`config.mk`:
```
export PLATFORM = sky130hd
export DESIGN_NAME = miss_handler
export DESIGN_NICKNAME = d
export VERILOG_FILES = /design/src/miss_pkg.sv /design/src/miss_handler.sv /design/src/refill_fsm.sv /design/src/refill_beat_counter.sv /design/src/refill_resp_fifo.sv /design/src/mshr_table.sv /design/src/miss_req_unit.sv
export SDC_FILE = /design/constraint.sdc
export NUM_CORES = 1
export LEC_CHECK = 0
export ABC_AREA = 1
export ABC_CLOCK_PERIOD_IN_PS = 4400
export BUFFER_PORTS_ARGS = -buffer_cell sky130_fd_sc_hd__buf_2
export CAP_MARGIN = 30
export CORE_UTILIZATION = 40
export DETAILED_ROUTE_END_ITERATION = 16
export HOLD_SLACK_MARGIN = 0.06
export MAX_ROUTING_LAYER = met4
export PLACE_DENSITY_LB_ADDON = 0.2
export SYNTH_ARGS = -nofsm -noshare
export SYNTH_HDL_FRONTEND = slang
export SYNTH_SLANG_ARGS = --single-unit
export TNS_END_PERCENT = 20
```
`constraint.sdc`:
```
create_clock -name clk_i -period 4.4 [get_ports clk_i]
set_clock_uncertainty 0.05 [all_clocks]
set_input_delay 0.44 -clock clk_i [delete_from_list [all_inputs] [get_ports clk_i]]
set_output_delay 0.44 -clock clk_i [all_outputs]
set_load 0.02 [all_outputs]
```
`src/miss_pkg.sv`:
```
/*
 * Shared sizes and records of the miss handler
 * Memory beat, access and core words are all DATA_W bits and a line is BEATS beats
 * FIFO depths must be powers of two
 */
package miss_pkg;

    localparam int NLINE_W    = 26;
    localparam int SET_W      = 6;
    localparam int TAG_W      = 20;
    localparam int WAY_W      = 2;
    localparam int BEATS      = 4;
    localparam int BEAT_W     = 2;
    localparam int DATA_W     = 64;
    localparam int ID_W       = 4;
    localparam int MSHR_N     = 4;
    localparam int MSHR_W     = 2;
    localparam int DATA_DEPTH = 8;
    localparam int META_DEPTH = 2;
    // Buffer address widths
    localparam int DATA_AW    = $clog2(DATA_DEPTH);
    localparam int META_AW    = $clog2(META_DEPTH);

    typedef struct packed {
        logic [NLINE_W-1:0] nline;
        logic [WAY_W-1:0]   way;
        logic [BEAT_W-1:0]  word;
        logic [ID_W-1:0]    sid;
        logic [ID_W-1:0]    tid;
        logic               need_rsp;
    } miss_alloc_t;

    typedef struct packed {
        logic        valid;
        miss_alloc_t req;
    } mshr_entry_t;

    // Memory transaction ID is the MSHR index
    typedef struct packed {
        logic [NLINE_W-1:0] nline;
        logic [MSHR_W-1:0]  id;
    } mem_req_t;

    typedef struct packed {
        logic [DATA_W-1:0] data;
        logic [MSHR_W-1:0] id;
        logic              error;
        logic              last;
    } mem_resp_t;

    typedef struct packed {
        logic [MSHR_W-1:0] id;
        logic              error;
    } refill_meta_t;

    typedef struct packed {
        logic [SET_W-1:0]  set;
        logic [WAY_W-1:0]  way;
        logic [BEAT_W-1:0] beat;
        logic [DATA_W-1:0] data;
    } refill_wr_t;

    typedef struct packed {
        logic [SET_W-1:0] set;
        logic [WAY_W-1:0] way;
        logic             valid;
        logic [TAG_W-1:0] tag;
    } dir_entry_t;

    typedef struct packed {
        logic [DATA_W-1:0] data;
        logic [ID_W-1:0]   sid;
        logic [ID_W-1:0]   tid;
        logic              error;
    } core_rsp_t;

endpackage
```
`src/miss_handler.sv`:
```
`timescale 1ns/1ps
/*
 * Cache miss handler top level
 * Allocate only while alloc_ready_o is high and mshr_full_o is low
 */
module miss_handler (
    input  logic                         clk_i,
    input  logic                         rst_ni,
    input  logic                         alloc_valid_i,
    input  miss_pkg::miss_alloc_t        alloc_i,
    output logic                         alloc_ready_o,
    output logic                         mshr_full_o,
    output logic                         mem_req_valid_o,
    output miss_pkg::mem_req_t           mem_req_o,
    input  logic                         mem_req_ready_i,
    input  logic                         mem_resp_valid_i,
    input  miss_pkg::mem_resp_t          mem_resp_i,
    output logic                         mem_resp_ready_o,
    output logic                         refill_req_o,
    input  logic                         refill_gnt_i,
    output logic                         refill_wr_valid_o,
    output miss_pkg::refill_wr_t         refill_wr_o,
    output logic                         dir_wr_valid_o,
    output miss_pkg::dir_entry_t         dir_wr_o,
    output logic                         core_rsp_valid_o,
    output miss_pkg::core_rsp_t          core_rsp_o,
    input  logic [miss_pkg::NLINE_W-1:0] check_nline_i,
    output logic                         check_hit_o,
    output logic                         mshr_empty_o
);

    logic [miss_pkg::MSHR_W-1:0] free_idx;
    logic                        tbl_empty;
    logic                        meta_avail, meta_pop, beat_pop;
    miss_pkg::refill_meta_t      meta;
    logic [miss_pkg::DATA_W-1:0] beat;
    logic                        ack;
    miss_pkg::mshr_entry_t       ack_entry;
    logic                        cnt_start, cnt_step, cnt_last, word_hit;
    logic [miss_pkg::BEAT_W-1:0] beat_idx;
    logic                        busy;

    miss_req_unit u_req (
        .clk_i, .rst_ni,
        .alloc_valid_i   (alloc_valid_i),
        .alloc_nline_i   (alloc_i.nline),
        .alloc_ready_o   (alloc_ready_o),
        .free_idx_i      (free_idx),
        .mem_req_ready_i (mem_req_ready_i),
        .mem_req_valid_o (mem_req_valid_o),
        .mem_req_o       (mem_req_o)
    );

    mshr_table u_mshr (
        .clk_i, .rst_ni,
        .alloc_i       (alloc_valid_i && alloc_ready_o),
        .alloc_data_i  (alloc_i),
        .free_idx_o    (free_idx),
        .full_o        (mshr_full_o),
        .empty_o       (tbl_empty),
        .check_nline_i (check_nline_i),
        .check_hit_o   (check_hit_o),
        .ack_i         (ack),
        .ack_idx_i     (meta.id),
        .ack_entry_o   (ack_entry)
    );

    refill_resp_fifo u_fifo (
        .clk_i, .rst_ni,
        .resp_valid_i (mem_resp_valid_i),
        .resp_i       (mem_resp_i),
        .resp_ready_o (mem_resp_ready_o),
        .meta_avail_o (meta_avail),
        .meta_o       (meta),
        .meta_pop_i   (meta_pop),
        .beat_o       (beat),
        .beat_pop_i   (beat_pop)
    );

    refill_beat_counter u_cnt (
        .clk_i, .rst_ni,
        .start_i    (cnt_start),
        .step_i     (cnt_step),
        .req_word_i (ack_entry.req.word),
        .beat_o     (beat_idx),
        .last_o     (cnt_last),
        .word_hit_o (word_hit)
    );

    refill_fsm u_fsm (
        .clk_i, .rst_ni,
        .meta_avail_i      (meta_avail),
        .meta_i            (meta),
        .meta_pop_o        (meta_pop),
        .beat_i            (beat),
        .beat_pop_o        (beat_pop),
        .refill_req_o      (refill_req_o),
        .refill_gnt_i      (refill_gnt_i),
        .ack_o             (ack),
        .entry_i           (ack_entry),
        .cnt_start_o       (cnt_start),
        .cnt_step_o        (cnt_step),
        .beat_idx_i        (beat_idx),
        .last_i            (cnt_last),
        .word_hit_i        (word_hit),
        .refill_wr_valid_o (refill_wr_valid_o),
        .refill_wr_o       (refill_wr_o),
        .dir_wr_valid_o    (dir_wr_valid_o),
        .dir_wr_o          (dir_wr_o),
        .core_rsp_valid_o  (core_rsp_valid_o),
        .core_rsp_o        (core_rsp_o),
        .busy_o            (busy)
    );

    // Empty only once the last refill has left the write state
    assign mshr_empty_o = tbl_empty && !busy;

endmodule

```
`src/refill_fsm.sv`:
```
`timescale 1ns/1ps
/*
 * Refill sequencer, one beat per cycle after the grant
 * The directory is written on the last beat and the core is always ready
 */
module refill_fsm (
    input  logic                        clk_i,
    input  logic                        rst_ni,
    input  logic                        meta_avail_i,
    input  miss_pkg::refill_meta_t      meta_i,
    output logic                        meta_pop_o,
    input  logic [miss_pkg::DATA_W-1:0] beat_i,
    output logic                        beat_pop_o,
    output logic                        refill_req_o,
    input  logic                        refill_gnt_i,
    output logic                        ack_o,
    input  miss_pkg::mshr_entry_t       entry_i,
    output logic                        cnt_start_o,
    output logic                        cnt_step_o,
    input  logic [miss_pkg::BEAT_W-1:0] beat_idx_i,
    input  logic                        last_i,
    input  logic                        word_hit_i,
    output logic                        refill_wr_valid_o,
    output miss_pkg::refill_wr_t        refill_wr_o,
    output logic                        dir_wr_valid_o,
    output miss_pkg::dir_entry_t        dir_wr_o,
    output logic                        core_rsp_valid_o,
    output miss_pkg::core_rsp_t         core_rsp_o,
    output logic                        busy_o
);

    typedef enum logic {
        IDLE,
        WRITE
    } state_e;

    state_e state_q, state_d;
    logic   go;

    assign refill_req_o = (state_q == IDLE) && meta_avail_i;
    assign go           = refill_req_o && refill_gnt_i;
    assign busy_o       = (state_q == WRITE);

    assign cnt_start_o = go;
    assign cnt_step_o  = busy_o;
    assign beat_pop_o  = busy_o;
    // Line done on its last beat
    assign meta_pop_o  = busy_o && last_i;
    assign ack_o       = meta_pop_o;

    always_comb begin
        state_d = state_q;
        if (go) begin
            state_d = WRITE;
        end else if (meta_pop_o) begin
            state_d = IDLE;
        end
    end

    always_ff @(posedge clk_i or negedge rst_ni) begin
        if (!rst_ni) begin
            state_q <= IDLE;
        end else begin
            state_q <= state_d;
        end
    end

    // Error lines still drain their beats but write no data
    assign refill_wr_valid_o = busy_o && !meta_i.error;
    assign refill_wr_o.set   = entry_i.req.nline[miss_pkg::SET_W-1:0];
    assign refill_wr_o.way   = entry_i.req.way;
    assign refill_wr_o.beat  = beat_idx_i;
    assign refill_wr_o.data  = beat_i;

    assign dir_wr_valid_o = meta_pop_o;
    assign dir_wr_o.set   = entry_i.req.nline[miss_pkg::SET_W-1:0];
    assign dir_wr_o.way   = entry_i.req.way;
    assign dir_wr_o.valid = !meta_i.error;
    assign dir_wr_o.tag   = entry_i.req.nline[miss_pkg::NLINE_W-1 -: miss_pkg::TAG_W];

    always_ff @(posedge clk_i or negedge rst_ni) begin
        if (!rst_ni) begin
            core_rsp_valid_o <= 1'b0;
        end else begin
            core_rsp_valid_o <= busy_o && word_hit_i && entry_i.req.need_rsp;
        end
    end

    // Requested word captured one cycle before the response
    always_ff @(posedge clk_i) begin
        if (busy_o && word_hit_i) begin
            core_rsp_o.data  <= beat_i;
            core_rsp_o.sid   <= entry_i.req.sid;
            core_rsp_o.tid   <= entry_i.req.tid;
            core_rsp_o.error <= meta_i.error;
        end
    end

    // Data writes only while a pending miss is being refilled
    wr_in_write_a: assert property (@(posedge clk_i) disable iff (!rst_ni)
        refill_wr_valid_o |-> entry_i.valid);

endmodule

```
`src/refill_beat_counter.sv`:
```
`timescale 1ns/1ps
/*
 * Beat counter of the refill in progress
 * start_i has priority over step_i
 */
module refill_beat_counter (
    input  logic                        clk_i,
    input  logic                        rst_ni,
    input  logic                        start_i,
    input  logic                        step_i,
    input  logic [miss_pkg::BEAT_W-1:0] req_word_i,
    output logic [miss_pkg::BEAT_W-1:0] beat_o,
    output logic                        last_o,
    output logic                        word_hit_o
);

    logic [miss_pkg::BEAT_W-1:0] cnt_q;

    always_ff @(posedge clk_i or negedge rst_ni) begin
        if (!rst_ni) begin
            cnt_q <= '0;
        end else if (start_i) begin
            cnt_q <= '0;
        end else if (step_i) begin
            cnt_q <= cnt_q + 1'b1;
        end
    end

    assign beat_o     = cnt_q;
    assign last_o     = (cnt_q == miss_pkg::BEAT_W'(miss_pkg::BEATS - 1));
    // Beat that carries the word the core asked for
    assign word_hit_o = (cnt_q == req_word_i);

endmodule

```
`src/refill_resp_fifo.sv`:
```
`timescale 1ns/1ps
/*
 * Buffers memory response beats and one record per completed line
 * Every line, error lines included, must arrive as BEATS contiguous beats
 */
module refill_resp_fifo (
    input  logic                        clk_i,
    input  logic                        rst_ni,
    input  logic                        resp_valid_i,
    input  miss_pkg::mem_resp_t         resp_i,
    output logic                        resp_ready_o,
    output logic                        meta_avail_o,
    output miss_pkg::refill_meta_t      meta_o,
    input  logic                        meta_pop_i,
    output logic [miss_pkg::DATA_W-1:0] beat_o,
    input  logic                        beat_pop_i
);

    // Pointers carry one wrap bit above the address
    logic [miss_pkg::DATA_AW:0] bwr_q, brd_q;
    logic [miss_pkg::META_AW:0] mwr_q, mrd_q;
    logic [miss_pkg::DATA_W-1:0] beat_mem [miss_pkg::DATA_DEPTH];
    miss_pkg::refill_meta_t      meta_mem [miss_pkg::META_DEPTH];
    logic beat_full, beat_empty, meta_full;
    logic beat_push, meta_push;

    assign beat_full  = (bwr_q ^ brd_q) == {1'b1, {miss_pkg::DATA_AW{1'b0}}};
    assign beat_empty = (bwr_q == brd_q);
    assign meta_full  = (mwr_q ^ mrd_q) == {1'b1, {miss_pkg::META_AW{1'b0}}};

    // A last beat also needs room for its line record
    assign resp_ready_o = !beat_full && !(resp_i.last && meta_full);
    assign beat_push    = resp_valid_i && resp_ready_o;
    assign meta_push    = beat_push && resp_i.last;

    assign meta_avail_o = (mwr_q != mrd_q);
    assign meta_o       = meta_mem[mrd_q[miss_pkg::META_AW-1:0]];
    assign beat_o       = beat_mem[brd_q[miss_pkg::DATA_AW-1:0]];

    always_ff @(posedge clk_i or negedge rst_ni) begin
        if (!rst_ni) begin
            bwr_q <= '0;
            brd_q <= '0;
            mwr_q <= '0;
            mrd_q <= '0;
        end else begin
            if (beat_push) begin
                bwr_q <= bwr_q + 1'b1;
            end
            if (beat_pop_i) begin
                brd_q <= brd_q + 1'b1;
            end
            if (meta_push) begin
                mwr_q <= mwr_q + 1'b1;
            end
            if (meta_pop_i) begin
                mrd_q <= mrd_q + 1'b1;
            end
        end
    end

    always_ff @(posedge clk_i) begin
        if (beat_push) begin
            beat_mem[bwr_q[miss_pkg::DATA_AW-1:0]] <= resp_i.data;
        end
        if (meta_push) begin
            meta_mem[mwr_q[miss_pkg::META_AW-1:0]] <= '{id: resp_i.id, error: resp_i.error};
        end
    end

    no_pop_empty_a: assert property (@(posedge clk_i) disable iff (!rst_ni)
        (beat_pop_i |-> !beat_empty) and (meta_pop_i |-> meta_avail_o));

endmodule

```
`src/mshr_table.sv`:
```
`timescale 1ns/1ps
/*
 * Miss status holding table with MSHR_N entries
 * The caller must not allocate while full_o is high
 */
module mshr_table (
    input  logic                         clk_i,
    input  logic                         rst_ni,
    input  logic                         alloc_i,
    input  miss_pkg::miss_alloc_t        alloc_data_i,
    output logic [miss_pkg::MSHR_W-1:0]  free_idx_o,
    output logic                         full_o,
    output logic                         empty_o,
    input  logic [miss_pkg::NLINE_W-1:0] check_nline_i,
    output logic                         check_hit_o,
    input  logic                         ack_i,
    input  logic [miss_pkg::MSHR_W-1:0]  ack_idx_i,
    output miss_pkg::mshr_entry_t        ack_entry_o
);

    logic [miss_pkg::MSHR_N-1:0] valid_q;
    miss_pkg::miss_alloc_t       req_q [miss_pkg::MSHR_N];

    // Scan downwards so the lowest free entry is the one kept
    always_comb begin
        free_idx_o = '0;
        for (int i = miss_pkg::MSHR_N - 1; i >= 0; i--) begin
            if (!valid_q[i]) begin
                free_idx_o = miss_pkg::MSHR_W'(i);
            end
        end
    end

    always_comb begin
        check_hit_o = 1'b0;
        for (int i = 0; i < miss_pkg::MSHR_N; i++) begin
            if (valid_q[i] && (req_q[i].nline == check_nline_i)) begin
                check_hit_o = 1'b1;
            end
        end
    end

    assign full_o  = &valid_q;
    assign empty_o = ~|valid_q;

    // Read port for the refill in progress
    assign ack_entry_o.valid = valid_q[ack_idx_i];
    assign ack_entry_o.req   = req_q[ack_idx_i];

    always_ff @(posedge clk_i or negedge rst_ni) begin
        if (!rst_ni) begin
            valid_q <= '0;
        end else begin
            if (ack_i) begin
                valid_q[ack_idx_i] <= 1'b0;
            end
            if (alloc_i) begin
                valid_q[free_idx_o] <= 1'b1;
            end
        end
    end

    always_ff @(posedge clk_i) begin
        if (alloc_i) begin
            req_q[free_idx_o] <= alloc_data_i;
        end
    end

    alloc_not_full_a: assert property (@(posedge clk_i) disable iff (!rst_ni)
        alloc_i |-> !full_o);

    // A refill only ever completes a miss that is still pending
    ack_valid_a: assert property (@(posedge clk_i) disable iff (!rst_ni)
        ack_i |-> valid_q[ack_idx_i]);

endmodule

```
`src/miss_req_unit.sv`:
```
`timescale 1ns/1ps
/*
 * Issues one line read per accepted miss
 * Only one read waits for memory at a time, so no new miss is taken meanwhile
 */
module miss_req_unit (
    input  logic                         clk_i,
    input  logic                         rst_ni,
    input  logic                         alloc_valid_i,
    input  logic [miss_pkg::NLINE_W-1:0] alloc_nline_i,
    output logic                         alloc_ready_o,
    input  logic [miss_pkg::MSHR_W-1:0]  free_idx_i,
    input  logic                         mem_req_ready_i,
    output logic                         mem_req_valid_o,
    output miss_pkg::mem_req_t           mem_req_o
);

    typedef enum logic {
        REQ_IDLE,
        REQ_SEND
    } req_state_e;

    req_state_e                   state_q, state_d;
    logic [miss_pkg::NLINE_W-1:0] nline_q;
    logic [miss_pkg::MSHR_W-1:0]  id_q;
    logic                         take;

    assign alloc_ready_o   = (state_q == REQ_IDLE);
    assign mem_req_valid_o = (state_q == REQ_SEND);
    assign take            = alloc_valid_i && alloc_ready_o;

    always_comb begin
        state_d = state_q;
        if (take) begin
            state_d = REQ_SEND;
        end else if (mem_req_valid_o && mem_req_ready_i) begin
            state_d = REQ_IDLE;
        end
    end

    always_ff @(posedge clk_i or negedge rst_ni) begin
        if (!rst_ni) begin
            state_q <= REQ_IDLE;
        end else begin
            state_q <= state_d;
        end
    end

    // The free index becomes the memory ID of this miss
    always_ff @(posedge clk_i) begin
        if (take) begin
            nline_q <= alloc_nline_i;
            id_q    <= free_idx_i;
        end
    end

    assign mem_req_o.nline = nline_q;
    assign mem_req_o.id    = id_q;

    mem_req_held_a: assert property (@(posedge clk_i) disable iff (!rst_ni)
        mem_req_valid_o && !mem_req_ready_i |=> mem_req_valid_o && $stable(mem_req_o));

endmodule

```
* After elaboration in Yosys (flattened, before gate mapping)
Memory sizes are Yosys's and may differ from the RTL's.
Cells that the tools add are included.
** Word-level totals
- Memory bits (writable) :: 674
- Flip-flop bits (word level) :: 122
- Input port bits :: 139
- Logic and storage cells :: 98
- Memories :: 3
- Output and inout port bits :: 214
** Cells by class
- Bitwise gates (word level) :: 7
- $add $sub $neg :: 5
- Mux-type cells :: 26
- Equality and inequality tests :: 9
- $lt $le $gt $ge :: 4
- Reduce and logical (&&, ||, !) cells :: 29
** Memory list
- u_fifo.beat_mem :: words 8, bits a word 64, read ports 1, clocked after memory_dff 0, write ports 1, RTL line refill_resp_fifo.sv:22 : logic [miss_pkg::DATA_W-1:0] beat_mem [miss_pkg::DATA_DEPTH];
- u_mshr.req_q :: words 4, bits a word 39, read ports 5, clocked after memory_dff 0, write ports 1, RTL line mshr_table.sv:22 : miss_pkg::miss_alloc_t req_q [miss_pkg::MSHR_N];
- u_fifo.meta_mem :: words 2, bits a word 3, read ports 1, clocked after memory_dff 0, write ports 1, RTL line refill_resp_fifo.sv:23 : miss_pkg::refill_meta_t meta_mem [miss_pkg::META_DEPTH];
** Operators with widths (number)
- 26-bit == test :: 4
- 1-bit logical AND :: 19
- 1-bit two-way mux :: 16
- 2-bit two-way mux :: 6
- 4-bit by 1-bit adder with 4-bit output (second input constant) :: 2
- 4-bit two-way mux :: 2
- 2-bit by 1-bit adder with 2-bit output (second input constant) :: 3
- 2-bit by 3-bit less-than comparator with 1-bit output (second input constant) :: 2
- 2-bit nonzero test :: 3
- 1-bit logical NOT :: 5
- 4-bit bitwise AND :: 1
- 1-bit demux with 2-bit select :: 2
- 2-bit == test (second input constant) :: 2
- 4-bit == test (second input constant) :: 1
- 2-bit by 1-bit >= comparator with 1-bit output (second input constant) :: 2
- 4-bit inverter :: 1
- 4-bit OR :: 1
- 4-bit AND reduction :: 1
- 4-bit OR reduction :: 1
- 4-bit bitwise XOR :: 1
- 2-bit == test :: 1
- 2-bit inequality test :: 1
- 1-bit inverter :: 2
- 2-bit bitwise XOR :: 1

* Longest topological paths before layout
- Word-level depth :: 10
- Mapped depth :: 12
- Mapped depth without buffers :: 11

* By module
From an unflattened synthesis, not the netlist that was laid out.
** Second synthesis, totals
- Cells, all modules :: 2607
- Area, all modules :: 32428.6 um^2
** By module, submodules not included
- refill_resp_fifo :: seq. area each 15855.2 um^2, cells an instance 1550, area an instance 20566.0 um^2, times used 1
- mshr_table :: seq. area each 4784.6 um^2, cells an instance 799, area an instance 7708.6 um^2, times used 1
- refill_fsm :: seq. area each 2242.2 um^2, cells an instance 197, area an instance 3106.7 um^2, times used 1
- miss_req_unit :: seq. area each 865.8 um^2, cells an instance 35, area an instance 893.4 um^2, times used 1
- refill_beat_counter :: seq. area each 50.0 um^2, cells an instance 22, area an instance 136.4 um^2, times used 1
- miss_handler :: seq. area each 0.0 um^2, cells an instance 4, area an instance 17.5 um^2, times used 1

* Worst setup path after synthesis
Ideal clock, no wire load.
- Path type :: register to register
- Start point :: reg u_fifo.brd_q[0] in the netlist's numbering
- End point :: mem u_fifo.beat_mem[1][0] in the netlist's numbering (enable)
- Slack :: -6 ps
- Arrival time :: 3870 ps
- Setup time :: 486 ps
- Period minus slack after synthesis :: 4406 ps
- Path buffers :: 3
- Cell stages (with the launch flop) :: 10
- Required time :: 3864 ps
- Cell sequence :: dfrtp_1 buf_6 buf_8 xnor2_1 nand4_1 nand3_2 buf_6 inv_4 nand2_2 nor2_1
** Between the ends
- Cells in the longest elaborated chain, start to end :: 7
** RTL lines
- from (decl) :: RTL line refill_resp_fifo.sv:20 : logic [miss_pkg::DATA_AW:0] bwr_q, brd_q;
- from (signal assigned) :: RTL line refill_resp_fifo.sv:51 : brd_q <= brd_q + 1'b1;
- 4-bit bitwise XOR :: RTL line refill_resp_fifo.sv:27 : assign beat_full = (bwr_q ^ brd_q) == {1'b1, {miss_pkg::DATA_AW{1'b0}}};
- 4-bit == test :: RTL line refill_resp_fifo.sv:27
- 1-bit logical NOT :: RTL line refill_resp_fifo.sv:32 : assign resp_ready_o = !beat_full && !(resp_i.last && meta_full);
- 1-bit logical AND :: RTL line refill_resp_fifo.sv:32
- 1-bit logical AND :: RTL line refill_resp_fifo.sv:33 : assign beat_push = resp_valid_i && resp_ready_o;
- 1-bit two-way mux :: RTL line refill_resp_fifo.sv:63 : if (beat_push) begin
- 1-bit two-way mux (implied by the code) :: RTL line refill_resp_fifo.sv:64 : beat_mem[bwr_q[miss_pkg::DATA_AW-1:0]] <= resp_i.data;
- to (decl) :: RTL line refill_resp_fifo.sv:22
No other way between the ends.

==> results.py <==
metrics = {
    "run_status": {
        "outcome": "completed",
    },
    "sta": {
        "slew_violations": 0,
        "fmax_ghz": 0.260,
        "timing.final.hold_violations": 0,
        "worst_pin_slew_ps": 965,
        "final.setup.tns_ps": 0,
        "maxSlewHeadroom": 0.357,
        "period_needed_ps": 3840,
        "rsz0062_at_grt": "no",
        "setup_violations": 0,
        "fin_crit_sh": 0.874,
    },
    "placed_design": {
        "dpl.hpwl_um": 51500,
        "dpl_cell_area_sq_mm": 0.0349,
        "io_buffer_count": 352,
        "place.gp.congestion": 0.927,
    },
    "synthesis": {
        "synth_seq_cells": 796,
        "synth.distinct_cells": 32,
        "yosysSeqAreaShare": 0.741,
        "netlist_area_sq_mm": 0.0321,
        "ys_warn_count": 0,
        "yosys_most_used_dff": "edfxtp_1",
        "syn-instance-count": 2623,
        "yosys.area.top_type": "edfxtp_1",
        "synth_top_area_frac": 0.725,
        "synth_most_common_cell": "edfxtp_1",
        "yosys-top-cells-area": "edfxtp_1 (73%), nand2_1 (6.1%), o21ai_0 (5.2%)",
        "yosys-top-cells-count": "edfxtp_1 (775), nand2_1 (519), nor2_1 (374)",
        "synth_async_sr_flop_share": 0.0264,
        "syn_nets": 2765,
        "syn_avg_cell_area_sq_um": 12.2,
        "synth_edf_count": 775,
    },
    "clock_tree": {
        "cts_resized": 0,
        "post_cts_buffers": 0,
        "cts_root_buf": "clkbuf_16",
        "clock_latency_ps": 640,
        "cts_buffers": 87,
        "clock_sinks": 796,
        "clockBufferDepth": 3,
        "htree_levels": 3,
        "cts_tree": "built",
        "path_clk_slew_ps": 60,
        "hold_buffers": 110,
    },
    "floorplanning": {
        "die_w_um": 285,
        "pin_count": 353,
        "die-height_um": 285,
        "core_sq_mm": 0.0791,
        "start_util": 0.406,
        "die_area_sq_mm": 0.0814,
        "row_count": 103,
    },
    "setup_path": {
        "startpoint_type": "flop",
        "end_kind": "output port",
        "cp.arrival_ps": 3350,
        "critPathRequiredTime_ps": 3910,
        "critPathMostFrequentCell": "nand2_1",
        "crit_family": "buffers and inverters",
        "slowest_delay_ps": 700,
        "path_max_fanout": 78,
        "critical_path_buf_inv_count": 3,
        "cp_slowest_cell": "dfrtp_4",
        "crit_type": "reg -> out",
        "crit_chain": "inv_6, buf_4, o21ai_0, o22ai_1, nand2_1, nand2_1, buf_2",
        "ff2ff_setup_slack_ps": 1370,
    },
    "cells_and_area": {
        "area_growth_pct": 21.7,
        "n_fill_cell": 6997,
        "drive_above_1_share": 0.177,
        "fin_area_sq_mm": 0.0391,
        "nets": 3193,
    },
    "routing": {
        "drcViolationCount": 0,
        "vias_per_cell": 5.09,
        "route.vias.total": 21300,
        "wirelength_um": 85200,
        "drt_iter0_drc": 1705,
        "drtPass1Iterations": 7,
        "wl_per_cell_um": 20.4,
        "antenna_left": 0,
    },
    "global_routing": {
        "use_met3": 0.0338,
        "grt_pass1_wl_um": 128000,
        "grt_util_met2": 0.354,
        "grt_pass1_vias": 21200,
        "gr-usage-met1": 0.269,
        "grt-ovfl-total": 0,
        "top_usage_layer": "met2",
        "antenna_found_initial": 9,
        "grt_max_degree": 212,
        "grt.total_usage": 0.213,
    },
    "min_path": {
        "worstHoldPathType": "in -> reg",
    },
    "power": {
        "finalPower_w": 0.0278,
        "ir_drop_mv": 0.476,
        "powerDensity_mw_per_mm2": 712,
        "p_leak_nw": 14.7,
    },
    "flow_run": {
        "drv_cap": 0,
    },
}
power breakdown:
part	total, W	switching, W	internal (W)
Sequential	0.0106	0.000556	0.0101
Combinational	0.00945	0.00686	0.00259
Clock	0.00774	0.00305	0.00469
Total	0.0278	0.0105	0.0173
registers in the layout (all words and copies together), names as in the netlist, 4 cells and up:
register,flops
u_mshr.valid_q,4
u_fifo.brd_q,4
u_fifo.meta_mem,6
u_fifo.bwr_q,4
u_fsm.core_rsp_o,73
u_mshr.req_q,156
u_fifo.beat_mem,512
u_req.nline_q,26
per-layer routing:
metal | part of all wire | routed length, um
met1 | 0.43 | 36300
met2 | 0.49 | 42100
met3 | 0.056 | 4760
met4 | 0.024 | 2080
met5 | 0 | 0
metrics by stage:
stage / instances / util / worst slack, ps / hold slack, ps
final: 4184 / 0.494 / 555 / 210
after global routing: 4184 / 0.494 / 315 / 206
after CTS: 4175 / 0.493 / 498 / 177
after detailed placement: 3902 / 0.441 / 1210 / 444
after global placement: 3902 / 0.441 / 1160 / 431
after floorplan: 2623 / - / -5.60 / 94.4
worst paths after layout:
path	start	endpoint	cells after the start
min in group asynchronous	rst_ni	u_fifo.brd_q[0]$_DFFE_PN0P_	2
hold reg to reg	u_fifo.brd_q[3]$_DFFE_PN0P_	u_fifo.brd_q[3]$_DFFE_PN0P_	1
hold / removal	mem_resp_valid_i	u_fifo.bwr_q[1]$_DFFE_PN0P_	4
max in group asynchronous	rst_ni	u_fifo.brd_q[2]$_DFFE_PN0P_	2
setup / recovery	u_fifo.brd_q[0]$_DFFE_PN0P_	refill_wr_o[52]	7
setup reg to reg	u_fifo.mrd_q[0]$_DFFE_PN0P_	u_fsm.core_rsp_o[38]$_DFFE_PP_	10
cell families (layout without fill, tap and decap cells):
| group | count (synthesis) | count (layout) | synth area share |
|---|---|---|---|
| xor+xnor | 28 | 28 | 0.00764 |
| fa+ha+maj | 3 | 3 | 0.00117 |
| compound gates | 552 | 552 | 0.0921 |
| flops | 796 | 796 | 0.741 |
| buf+inv | 316 | 818 | 0.0467 |
| other cells | 0 | 9 | 0 |
| simple gates | 928 | 928 | 0.111 |
layout make-up:
class | count | area [sq um] | area share
diodes | 9 | 22.5 | 0.000576
flip-flops and latches | 796 | 23800 | 0.609
well taps | 1050 | 1310 | 0.0336
inverters | 152 | 584 | 0.0150
multi-input cells | 1511 | 6890 | 0.176
clock inverters | 66 | 842 | 0.0216
repair buffers | 503 | 3370 | 0.0863
clock buffers | 97 | 2240 | 0.0572
layout by cell type, fill, tap and decap left out, drive strengths merged, types with 5 or more instances in the layout:
cell / synthesis / layout
dlygate4sd3: 0 / 110
nand3: 18 / 18
diode: 0 / 9
o22ai: 146 / 146
nor2: 376 / 376
clkbuf: 53 / 97
bufinv: 0 / 17
nand4: 5 / 5
buf: 111 / 393
edfxtp: 775 / 775
dfrtp: 21 / 21
inv: 152 / 155
clkinv: 0 / 42
nand2: 522 / 522
o21ai: 345 / 345
a21oi: 61 / 61
xnor2: 15 / 15
xor2: 13 / 13
worst reg2reg max path, delay by kind of cell, from the launching register on:
family | cells | cell delay [ps]
simple gates | 7 | 970
flops | 1 | 520
buf+inv | 3 | 1130
(Power assumes the default switching activity.)
